<file path="src/logic/elevator_pkg.sv">
package elevator_pkg;

    // sizes and delays
    localparam int QUEUE_DEPTH = 16;
    localparam int MOVE_CYCLES = 16;  // clocks per floor of travel
    localparam int DOOR_CYCLES = 8;   // clocks the door stays open
    localparam int TIMER_WIDTH =
        $clog2((MOVE_CYCLES > DOOR_CYCLES) ? MOVE_CYCLES : DOOR_CYCLES);

    typedef logic [1:0] floor_t;
    typedef logic [3:0] slot_t;
    typedef logic [4:0] count_t;  // 0 to QUEUE_DEPTH
    typedef logic [TIMER_WIDTH-1:0] timer_t;

    typedef enum logic [1:0] {
        LOAD_PASSENGER,
        LOAD_CARGO,
        LOAD_SERVICE,
        LOAD_PRIORITY
    } load_kind_t;

    typedef struct packed {
        floor_t     origin;
        floor_t     destination;
        load_kind_t kind;
    } call_t;

    typedef struct packed {
        logic       valid;
        logic       is_pickup;
        load_kind_t kind;
        floor_t     floor;
    } stop_t;

    typedef stop_t [QUEUE_DEPTH-1:0] stop_list_t;

    // next contents of the stop list, pop first, then insert
    function automatic stop_list_t list_update(stop_list_t list, logic pop, logic ins,
                                               slot_t slot, stop_t stop);
        stop_list_t shifted;
        stop_list_t result;
        slot_t      at;
        shifted = list;
        at      = slot;
        if (pop) begin
            shifted = {stop_t'('0), list[QUEUE_DEPTH-1:1]};
            if (slot != '0) at = slot - 1'b1;  // the stop ahead is gone
        end
        result = shifted;
        if (ins) begin
            for (int i = 1; i < QUEUE_DEPTH; i++) begin
                if (slot_t'(i) > at) result[i] = shifted[i-1];
            end
            result[at] = stop;
        end
        return result;
    endfunction

    function automatic count_t count_update(count_t count, logic pop, logic ins);
        logic pop_live;
        pop_live = pop && (count != '0);
        return count + count_t'(ins) - count_t'(pop_live);
    endfunction

endpackage

</file>
<file path="src/logic/call_intake.sv">
module call_intake (
    input  logic                 clk,
    input  logic                 clear,
    input  elevator_pkg::call_t  call,
    input  logic                 call_strobe,
    input  elevator_pkg::floor_t car_floor,
    output logic                 ready,
    output elevator_pkg::stop_t  new_stop
);
    import elevator_pkg::*;

    call_t held;      // call being split into stops
    logic  take;
    logic  drop_due;

    // busy while a stop is going out
    assign ready    = !new_stop.valid;
    assign take     = call_strobe && ready;
    assign drop_due = new_stop.valid && new_stop.is_pickup;  // pickup out, drop-off next

    always_ff @(posedge clk) begin
        if (take) held <= call;
    end

    always_ff @(posedge clk or posedge clear) begin
        if (clear) begin
            new_stop <= '0;
        end else if (drop_due) begin
            new_stop <= '{valid: 1'b1, is_pickup: 1'b0, kind: held.kind,
                          floor: held.destination};
        end else if (take) begin
            if (call.origin == call.destination) begin
                // nothing to carry, one stop at the floor
                new_stop <= '{valid: 1'b1, is_pickup: 1'b0, kind: call.kind,
                              floor: call.destination};
            end else begin
                new_stop <= '{valid: 1'b1, is_pickup: 1'b1, kind: call.kind,
                              floor: call.origin};
            end
        end else begin
            new_stop <= '0;
        end
    end

endmodule

</file>
<file path="src/logic/car_control.sv">
module car_control (
    input  logic                 clk,
    input  logic                 clear,
    input  elevator_pkg::stop_t  head,
    input  elevator_pkg::count_t count,
    output logic                 pop,
    output elevator_pkg::floor_t car_floor,
    output logic                 moving_up,
    output logic                 moving_down,
    output logic                 door_open,
    output elevator_pkg::stop_t  served,
    output logic                 served_strobe
);
    import elevator_pkg::*;

    typedef enum logic [1:0] {
        IDLE,
        TRAVEL,
        DOOR
    } state_t;

    state_t state;
    timer_t timer;       // shared by floor travel and door hold
    logic   going_up;
    logic   have_stop;
    logic   at_head;
    floor_t next_floor;

    assign have_stop  = count != '0;
    assign at_head    = have_stop && (head.floor == car_floor);
    assign next_floor = going_up ? car_floor + 1'b1 : car_floor - 1'b1;

    assign pop         = (state == DOOR) && (timer == '0);  // last open cycle
    assign door_open   = state == DOOR;
    assign moving_up   = (state == TRAVEL) && going_up;
    assign moving_down = (state == TRAVEL) && !going_up;

    always_ff @(posedge clk) begin
        if (state == IDLE && at_head) served <= head;
    end

    always_ff @(posedge clk or posedge clear) begin
        if (clear) begin
            state         <= IDLE;
            timer         <= '0;
            going_up      <= 1'b0;
            car_floor     <= '0;
            served_strobe <= 1'b0;
        end else begin
            served_strobe <= 1'b0;
            case (state)
                IDLE: begin
                    if (at_head) begin
                        state         <= DOOR;
                        timer         <= timer_t'(DOOR_CYCLES - 1);
                        served_strobe <= 1'b1;
                    end else if (have_stop) begin
                        state    <= TRAVEL;
                        timer    <= timer_t'(MOVE_CYCLES - 1);
                        going_up <= head.floor > car_floor;
                    end
                end
                TRAVEL: begin
                    if (timer != '0) begin
                        timer <= timer - 1'b1;
                    end else begin
                        // arrived at the next floor, look at the head again
                        car_floor <= next_floor;
                        timer     <= timer_t'(MOVE_CYCLES - 1);
                        if (!have_stop || (head.floor == next_floor)) begin
                            state <= IDLE;
                        end else begin
                            going_up <= head.floor > next_floor;
                        end
                    end
                end
                DOOR: begin
                    if (timer != '0) timer <= timer - 1'b1;
                    else state <= IDLE;  // head popped on this edge
                end
                default: state <= IDLE;
            endcase
        end
    end

endmodule

</file>
<file path="src/logic/elevator_top.sv">
module elevator_top (
    input  logic                 clk,
    input  logic                 clear,
    input  elevator_pkg::call_t  call,
    input  logic                 call_strobe,
    output logic                 ready,
    output elevator_pkg::floor_t floor,
    output logic                 moving_up,
    output logic                 moving_down,
    output logic                 door_open,
    output elevator_pkg::stop_t  served,
    output logic                 served_strobe,
    output logic                 dropped_strobe
);
    import elevator_pkg::*;

    stop_t      new_stop;
    stop_t      ins_stop;
    logic       ins_strobe;
    slot_t      ins_slot;
    stop_list_t stops;
    count_t     count;
    logic       pop;

    call_intake u_intake (
        .clk         (clk),
        .clear       (clear),
        .call        (call),
        .call_strobe (call_strobe),
        .car_floor   (floor),
        .ready       (ready),
        .new_stop    (new_stop)
    );

    stop_placer u_placer (
        .clk            (clk),
        .clear          (clear),
        .new_stop       (new_stop),
        .stops          (stops),
        .count          (count),
        .car_floor      (floor),
        .pop            (pop),
        .ins_stop       (ins_stop),
        .ins_strobe     (ins_strobe),
        .ins_slot       (ins_slot),
        .dropped_strobe (dropped_strobe)
    );

    stop_queue u_queue (
        .clk        (clk),
        .clear      (clear),
        .ins_stop   (ins_stop),
        .ins_strobe (ins_strobe),
        .ins_slot   (ins_slot),
        .pop        (pop),
        .stops      (stops),
        .count      (count)
    );

    // the car only ever looks at the head of the list
    car_control u_car (
        .clk           (clk),
        .clear         (clear),
        .head          (stops[0]),
        .count         (count),
        .pop           (pop),
        .car_floor     (floor),
        .moving_up     (moving_up),
        .moving_down   (moving_down),
        .door_open     (door_open),
        .served        (served),
        .served_strobe (served_strobe)
    );

endmodule

</file>
<file path="src/logic/stop_placer.sv">
module stop_placer (
    input  logic                     clk,
    input  logic                     clear,
    input  elevator_pkg::stop_t      new_stop,
    input  elevator_pkg::stop_list_t stops,
    input  elevator_pkg::count_t     count,
    input  elevator_pkg::floor_t     car_floor,
    input  logic                     pop,
    output elevator_pkg::stop_t      ins_stop,
    output logic                     ins_strobe,
    output elevator_pkg::slot_t      ins_slot,
    output logic                     dropped_strobe
);
    import elevator_pkg::*;

    stop_list_t view;        // list as it stands after this edge
    count_t     view_count;
    slot_t      pick_at;     // where the pickup in flight lands
    count_t     start;       // first index the search may use
    count_t     place;
    logic       found;
    logic       full;
    logic       pick_dropped;
    logic       follows_pick;
    floor_t     below [QUEUE_DEPTH];

    function automatic logic between(floor_t a, floor_t f, floor_t b);
        return ((a < f) && (f < b)) || ((b < f) && (f < a));
    endfunction

    // fold in the pop and our own insert that land on this edge
    assign view       = list_update(stops, pop, ins_strobe, ins_slot, ins_stop);
    assign view_count = count_update(count, pop, ins_strobe);
    assign full       = view_count >= count_t'(QUEUE_DEPTH);

    assign pick_at      = (pop && (ins_slot != '0)) ? ins_slot - 1'b1 : ins_slot;
    assign follows_pick = !new_stop.is_pickup && ins_strobe && ins_stop.is_pickup;
    assign start        = follows_pick ? count_t'(pick_at) + count_t'(1) : '0;

    always_comb begin
        below[0] = car_floor;  // floor(-1) is where the car is
        for (int i = 1; i < QUEUE_DEPTH; i++) begin
            below[i] = view[i-1].floor;
        end
    end

    // first gap whose floors straddle the new stop, else the tail
    always_comb begin
        found = 1'b0;
        place = view_count;
        for (int i = 0; i < QUEUE_DEPTH; i++) begin
            if (!found && (count_t'(i) >= start) && (count_t'(i) < view_count) &&
                between(below[i], new_stop.floor, view[i].floor)) begin
                found = 1'b1;
                place = count_t'(i);
            end
        end
    end

    always_ff @(posedge clk) begin
        if (new_stop.valid) begin
            ins_stop <= new_stop;
            ins_slot <= slot_t'(place);
        end
    end

    always_ff @(posedge clk or posedge clear) begin
        if (clear) begin
            ins_strobe     <= 1'b0;
            dropped_strobe <= 1'b0;
            pick_dropped   <= 1'b0;
        end else begin
            ins_strobe     <= 1'b0;
            dropped_strobe <= 1'b0;
            if (new_stop.valid) begin
                if (full || (!new_stop.is_pickup && pick_dropped)) begin
                    dropped_strobe <= 1'b1;
                    pick_dropped   <= new_stop.is_pickup;  // its drop-off goes too
                end else begin
                    ins_strobe   <= 1'b1;
                    pick_dropped <= 1'b0;
                end
            end
        end
    end

endmodule

</file>
<file path="src/logic/stop_queue.sv">
module stop_queue (
    input  logic                     clk,
    input  logic                     clear,
    input  elevator_pkg::stop_t      ins_stop,
    input  logic                     ins_strobe,
    input  elevator_pkg::slot_t      ins_slot,
    input  logic                     pop,
    output elevator_pkg::stop_list_t stops,
    output elevator_pkg::count_t     count
);
    import elevator_pkg::*;

    stop_list_t stops_next;
    count_t     count_next;

    // entry 0 is the head the car is working on
    // insert shifts the tail back, insert at count is a plain append
    // pop moves all entries forward and leaves the last one empty
    assign stops_next = list_update(stops, pop, ins_strobe, ins_slot, ins_stop);
    assign count_next = count_update(count, pop, ins_strobe);

    always_ff @(posedge clk or posedge clear) begin
        if (clear) begin
            stops <= '0;  // all valid bits low
            count <= '0;
        end else begin
            if (pop || ins_strobe) begin
                stops <= stops_next;
                count <= count_next;
            end
        end
    end

endmodule

</file>
<file path="config.mk">
export PLATFORM = sky130hd
export DESIGN_NAME = elevator_top
export DESIGN_NICKNAME = d
export VERILOG_FILES = /design/src/logic/elevator_pkg.sv /design/src/logic/call_intake.sv /design/src/logic/car_control.sv /design/src/logic/elevator_top.sv /design/src/logic/stop_placer.sv /design/src/logic/stop_queue.sv
export SDC_FILE = /design/constraint.sdc
export NUM_CORES = 1
export LEC_CHECK = 0
export ABC_AREA = 0
export BUFFER_PORTS_ARGS = -buffer_cell sky130_fd_sc_hd__clkbuf_2
export CAP_MARGIN = 30
export CORE_UTILIZATION = 50
export DETAILED_ROUTE_END_ITERATION = 12
export PLACE_DENSITY_LB_ADDON = 0.15
export RECOVER_POWER = 100
export REMOVE_ABC_BUFFERS = 1
export SLEW_MARGIN = 20
export SYNTH_ARGS = -nofsm -noshare
export SYNTH_HDL_FRONTEND = slang
export SYNTH_SLANG_ARGS = --single-unit
</file>
<file path="constraint.sdc">
create_clock -name clk -period 5.8 [get_ports clk]
set_input_delay 0.29 -clock clk [delete_from_list [all_inputs] [get_ports clk]]
set_output_delay 0.29 -clock clk [all_outputs]
set_load 0.005 [all_outputs]
</file>
==> out/qor.yml, run 1 <==
layout_setup_ws_ns: 0.355
grt_pass1_wl_mm: 47.3
cts_tree: "done"
cts_sinks: 139
drtPass1Iterations: 7
synth_common_cells: "192 x nand2_1, 120 x dfrtp_1, 107 x nor2_1"
cp.required_ns: 5.99
synth_most_common_cell: "nand2_1"
dieWidth_um: 144
period_minus_slack_ns: 5.44
diodes: 0
worst_ep_arrival_time_ns: 5.63
hold_violations: 0
fin_setup_tns_ns: 0
rsz0062_at_grt: "false"
max_freq_mhz: 184
synthCells: 1230
synthFlopType: "dfrtp_1"
ys_top_cells_by_area: "dfrtp_1 30%, nand2_1 7.2%, ha_1 6.5%, mux2i_1 6.0%, edfxtp_1 5.7%"
end_kind: "flip-flop"
drc: 0
routedWlPerCell_um: 19.5
grt_start_max_net_pins: 97
synth-edff-count: 19
ys_warn_count: 0
num-nets-final: 1301
fp.dieH_um: 144
cts_setup_buffers: 0
grt_pass1_vias: 8920
yosysTopAreaCell: "dfrtp_1"
setup.worst_path.start_class: "flip-flop"
die-area_mm2: 0.0207
post_dp_cell_area_mm2: 0.0105
antenna_found_initial: 0
violations: "capacitance limit, slew limit"
io_buffers: 22
areaGrowthSynthToFinish_pct: 10.3
hold_class: "input port to flip-flop"
cts-root-buf: "clkbuf_16"
synth_top_area_share_pct: 29.8
viasPerCell: 6.26
avgSynthCellArea_um2: 8.19
cts_max_level: 4
clock_latency_ns: 0.43
finalSetupViolations: 0
clk_pin_slew_ns: 0.07
worst_pin_slew_ns: 2.47
track_usage_pct: 29.7
start_util_pct: 51.4
overflow: 0
ios: 23
synth.distinct_cells: 82
crit_type: "flip-flop to flip-flop"
crit_chain: "inv_1 -> ha_1 -> nand4bb_4 -> or3_1 -> mux2i_1 -> clkbuf_1 -> nand2_1 -> o22ai_1 -> nand2_1 -> o21a_1 -> ha_1 -> nor2b_1 -> or2_2 -> o22ai_1 -> o22ai_1 -> a22o_1 -> a31o_2 -> o21a_2 -> o21a_1 -> o21a_1"
routed-via-count: 9494
status: "complete, but fails checks"
path_max_fanout: 14
coreArea_mm2: 0.0196
p_leak_uw: 0.00476
final_area_mm2: 0.0111
clk_path_buf_depth: 2
slowest_delay_ns: 0.53
max_slew_margin_pct: -65.8
cts_buffers: 17
dp_hpwl_mm: 20.7
final-seq-area_mm2: 0.00357
post-route-period-util_pct: 93.9
cpMaxStageDelayCell: "clkbuf_1"
fillCellCount: 1817
multi_input_area_mm2: 0.00604
ys_ff_latch: 139
rows: 51
async_flop_share_pct: 86.3
place_congestion: 0.924
pwr_density_cell_mw_per_mm2: 650
syn_area_mm2: 0.0101
post-place-ws_ns: 0.329
skew_ns: 0.0162
ant_nets: 0
drt_wl_total_mm: 29.5
ys_seq_area_share_pct: 35.5
hold_slack_ns: 0.0643
ir_drop_mv: 0.308
maxCapViolCount: 3
drive_gt1_share_pct: 8.39
dr.first_iter.drc_count: 865
slew_viol_final: 93
==> cell usage in the layout, fill, tap and decap left out, drive strengths merged, types with 9 or more instances in the layout <==
cell,Yosys,routed
nand3,29,29
ha,52,52
a32oi,14,14
nor3,23,23
o211ai,10,10
nand2,192,192
nor2b,15,15
inv,65,73
a211oi,13,13
or2,13,13
mux2i,60,60
a22oi,32,32
edfxtp,19,19
a31oi,12,12
nor2,107,107
o21ai,96,96
xnor2,10,10
dfrtp,120,120
buf,25,21
a21oi,90,90
clkbuf,38,48
and2,9,9
o22ai,41,41
o21a,13,13
==> cells by family (layout without fill, tap and decap cells) <==
kind of cell	count (synthesis)	count (layout)	share of synthesized area [%]
AOI/OAI and AO/OA	397	397	25.8
xor gates and xnor gates	11	11	0.956
adders and majority gates	53	53	6.66
buffers and inverters	128	150	4.92
DFF	139	139	35.5
muxes	67	67	6.74
and+or+nand+nor	435	435	19.5
==> worst max-delay path: cells and delay by family, from the launching register on <==
family,cells,cell delay (ns)
AOI/OAI and AO/OA,9,1.76
and+or+nand+nor,6,1.57
buffers and inverters,2,0.62
adders and majority gates,2,0.58
DFF,1,0.42
muxes,1,0.23
==> power by group <==
group / internal, uW / switching, uW
registers: 1460 / 375
clock network: 652 / 485
logic: 1700 / 2560
==> state kept, by name, summed over array words and instances (netlist names) <==
signal,count
u_car.served_strobe,1
u_queue.count,5
u_car.car_floor,2
u_placer.ins_strobe,1
u_placer.dropped_strobe,1
u_queue.stops,96
u_placer.ins_stop,5
u_car.state,2
u_placer.ins_slot,4
u_car.served,6
u_car.going_up,1
u_intake.new_stop,6
u_intake.held,4
u_car.timer,4
u_placer.pick_dropped,1
==> through the flow <==
step                util (%)  total power (uW)  instances
floorplan                  -              4860       1167
global placement        53.6              5960       1481
detailed placement      53.7              6010       1483
CTS                     56.9              7190       1516
global route            56.7              7820       1517
finish                  56.7              7220       1517
==> final timing paths <==
kind	startpoint	end	slack, ns	cells after the start
min in group asynchronous	clear	u_queue.stops[4]	1.08	3
min	call[0]	u_intake.held[0]	0.06	1
min reg2reg	u_intake.new_stop[3]	u_placer.ins_stop[3]	0.42	0
max in group asynchronous	clear	u_queue.stops[61]	1.98	5
max reg2reg	u_car.state[0]	u_placer.ins_slot[1]	0.36	20
max	u_car.state[0]	u_placer.ins_slot[1]	0.36	20
==> area by class of cell <==
cell class | count | area share [%]
Inverter | 65 | 2.21
Clock inverter | 15 | 1.61
Multi-Input combinational cell | 963 | 54.4
Timing Repair Buffer | 53 | 2.86
Clock buffer | 17 | 3.83
Tap cell | 265 | 2.98
Sequential cell | 139 | 32.2
==> repair_timing <==
| action | in CTS | in global routing |
|---|---|---|
| hold endpoints to repair | 37 | 0 |
| gates resized for setup | 0 | 4 |
| hold buffers | 1 | 0 |
| setup endpoints to repair | 0 | 4 |
==> routing by layer <==
| metal | share of wire [%] | vias to the layer above | wire (um) | global-route usage (%) |
|---|---|---|---|---|
| met4 | 3.3 | 0 | 974 | 13.2 |
| met1 | 46 | 4566 | 13600 | 40.8 |
| met5 | 0 | - | 0 | 0 |
| met2 | 45 | 332 | 13400 | 46.5 |
| met3 | 5.4 | 60 | 1590 | 4.20 |
| li1 | - | 4536 | - | - |
Note: power is estimated with default switching activity, not from simulation.
==> run 2: changes to the inputs <==
==> constraint.sdc (replaced) <==
create_clock -name clk -period 5.8 [get_ports clk]
set_input_delay 0.29 -clock clk [delete_from_list [all_inputs] [get_ports clk]]
set_output_delay 0.29 -clock clk [all_outputs]
set_load 0.1 [all_outputs]
==> out/qor.yml, run 2 (synthesis results as in run 1) <==
grt_start_max_net_pins: 97
layout_setup_ws_ns: 0.318
dr.first_iter.drc_count: 809
slew_viol_final: 93
max_slew_margin_pct: -63.6
grt_pass1_vias: 8920
clk_pin_slew_ns: 0.07
status: "complete, but fails checks"
largest_reg_flops: 96
clk_path_buf_depth: 2
rows: 51
rsz0062_at_grt: "false"
post-place-ws_ns: 0.329
worst_pin_slew_ns: 2.44
io_buffers: 22
cts_setup_buffers: 0
p_leak_uw: 0.00473
post-route-util_pct: 56.7
dieWidth_um: 144
r2r_slack_ns: 0.32
switching_share_pct: 49.4
total_power_uw: 7510
final-seq-area_mm2: 0.00357
worst_ep_arrival_time_ns: 5.67
drt_wl_total_mm: 29.6
finalSetupViolations: 0
p_seq_share_pct: 24.4
crit_type: "flip-flop to flip-flop"
pwr_density_cell_mw_per_mm2: 676
cts_sinks: 139
multi_input_area_mm2: 0.00604
most-common-layout-cells: "192 x nand2_1, 119 x dfrtp_1, 107 x nor2_1"
diodes: 0
p_clk_share_pct: 15.2
routedWlPerCell_um: 19.5
timing.rr.end: "u_placer.ins_slot[1]"
start_util_pct: 51.4
routed-via-count: 9499
crit_start: "u_car.state[0]"
ant_nets: 0
cts_buffers: 17
post-route-period-util_pct: 94.5
areaGrowthSynthToFinish_pct: 10.2
drtPass1Iterations: 7
skew_ns: 0.0132
cts_tree: "done"
violations: "capacitance limit, slew limit"
clock_latency_ns: 0.43
track_usage_pct: 29.7
path_max_fanout: 14
max_freq_mhz: 182
viasPerCell: 6.26
crit_chain: "inv_1 -> ha_1 -> nand4bb_4 -> or3_1 -> mux2i_1 -> clkbuf_1 -> nand2_1 -> o22ai_1 -> nand2_1 -> o21a_1 -> ha_1 -> nor2b_1 -> or2_2 -> o22ai_1 -> o22ai_1 -> a22o_1 -> a31o_2 -> o21a_2 -> o21a_1 -> o21a_1"
reg2reg_from: "u_car.state[0]"
hold_class: "input port to flip-flop"
p_int_uw: 3800
slowest_delay_ns: 0.51
fp.dieH_um: 144
cpMaxStageDelayCell: "clkbuf_1"
period_minus_slack_ns: 5.48
reg_top3: "u_queue.stops (96), u_car.served (6), u_intake.new_stop (6)"
grt_pass1_wl_mm: 47.3
cp.required_ns: 5.99
drive_gt1_share_pct: 7.67
top_register: "u_queue.stops"
num-nets-final: 1301
coreArea_mm2: 0.0196
comb_power_share_pct: 60.4
dp_hpwl_mm: 20.7
place_congestion: 0.924
setup.worst_path.start_class: "flip-flop"
r2r_cells: 20
antenna_found_initial: 0
crit_end: "u_placer.ins_slot[1]"
cts_max_level: 4
drc: 0
overflow: 0
hold_violations: 0
cts-root-buf: "clkbuf_16"
fillCellCount: 1821
die-area_mm2: 0.0207
end_kind: "flip-flop"
maxCapViolCount: 3
p_switching_uw: 3710
ir_drop_mv: 0.309
layout_commonest_cell: "nand2_1"
ios: 23
## run 2: how the worst min path moves through the flow
stage	startpoint	slack, ns	depth (start not counted)	to
after global routing	call[1]	0.08	1	u_intake.held[1]
after global placement	u_intake.new_stop[2]	0.40	0	u_placer.ins_stop[2]
after CTS	call[0]	0.04	1	u_intake.held[0]
after floorplan	call[0]	0.39	0	u_intake.held[0]
after detailed placement	u_intake.new_stop[3]	0.41	0	u_placer.ins_stop[3]
final	call[0]	0.07	1	u_intake.held[0]
## run 2: per-layer routing
metal / track usage (%) / share of wire [%]
met1: 40.8 / 46
met2: 46.5 / 45
met3: 4.20 / 5.7
met4: 13.2 / 3.4
met5: 0 / 0
## run 2: what timing repair did
action / in CTS / in global routing
resized for setup: 0 / 4
endpoints found under the hold margin: 37 / 0
hold buffers: 1 / 0
setup endpoints to repair: 0 / 4
## run 2: area by class of cell
type | count | area share, %
Inverter | 65 | 2.21
Timing Repair Buffer | 53 | 2.76
Clock buffer | 17 | 3.83
Tap cell | 265 | 2.99
Multi-Input combinational cell | 963 | 54.4
Clock inverter | 15 | 1.61
Sequential cell | 139 | 32.2
## run 2: critical path, delay by kind of cell (launching register included)
kind	cells	cell delay, ns
adders and majority gates	2	0.58
muxes	1	0.24
DFF	1	0.42
and+or+nand+nor	6	1.58
AOI/OAI and AO/OA	9	1.79
buffers and inverters	2	0.60
## run 2: power by group through the flow
stage	Combinational, uW	Clock (uW)	Sequential, uW
6_report	4540	1140	1830
3_5_place_dp	4450	0	1830
5_1_grt	5020	1200	1880
3_3_place_gp	4410	0	1830
2_1_floorplan	3180	0	1960
4_1_cts	4490	1160	1820
## run 2: per-stage QoR
step                      instance area, um^2  hold WS, ns  TNS, ns  instances
after floorplan                          9830        0.389   -35.95       1167
after global routing                    11100       0.0754        0       1517
after CTS                               11100       0.0427        0       1516
after global placement                  10500        0.403        0       1481
after detailed placement                10500        0.407        0       1483
final                                   11100       0.0651        0       1517
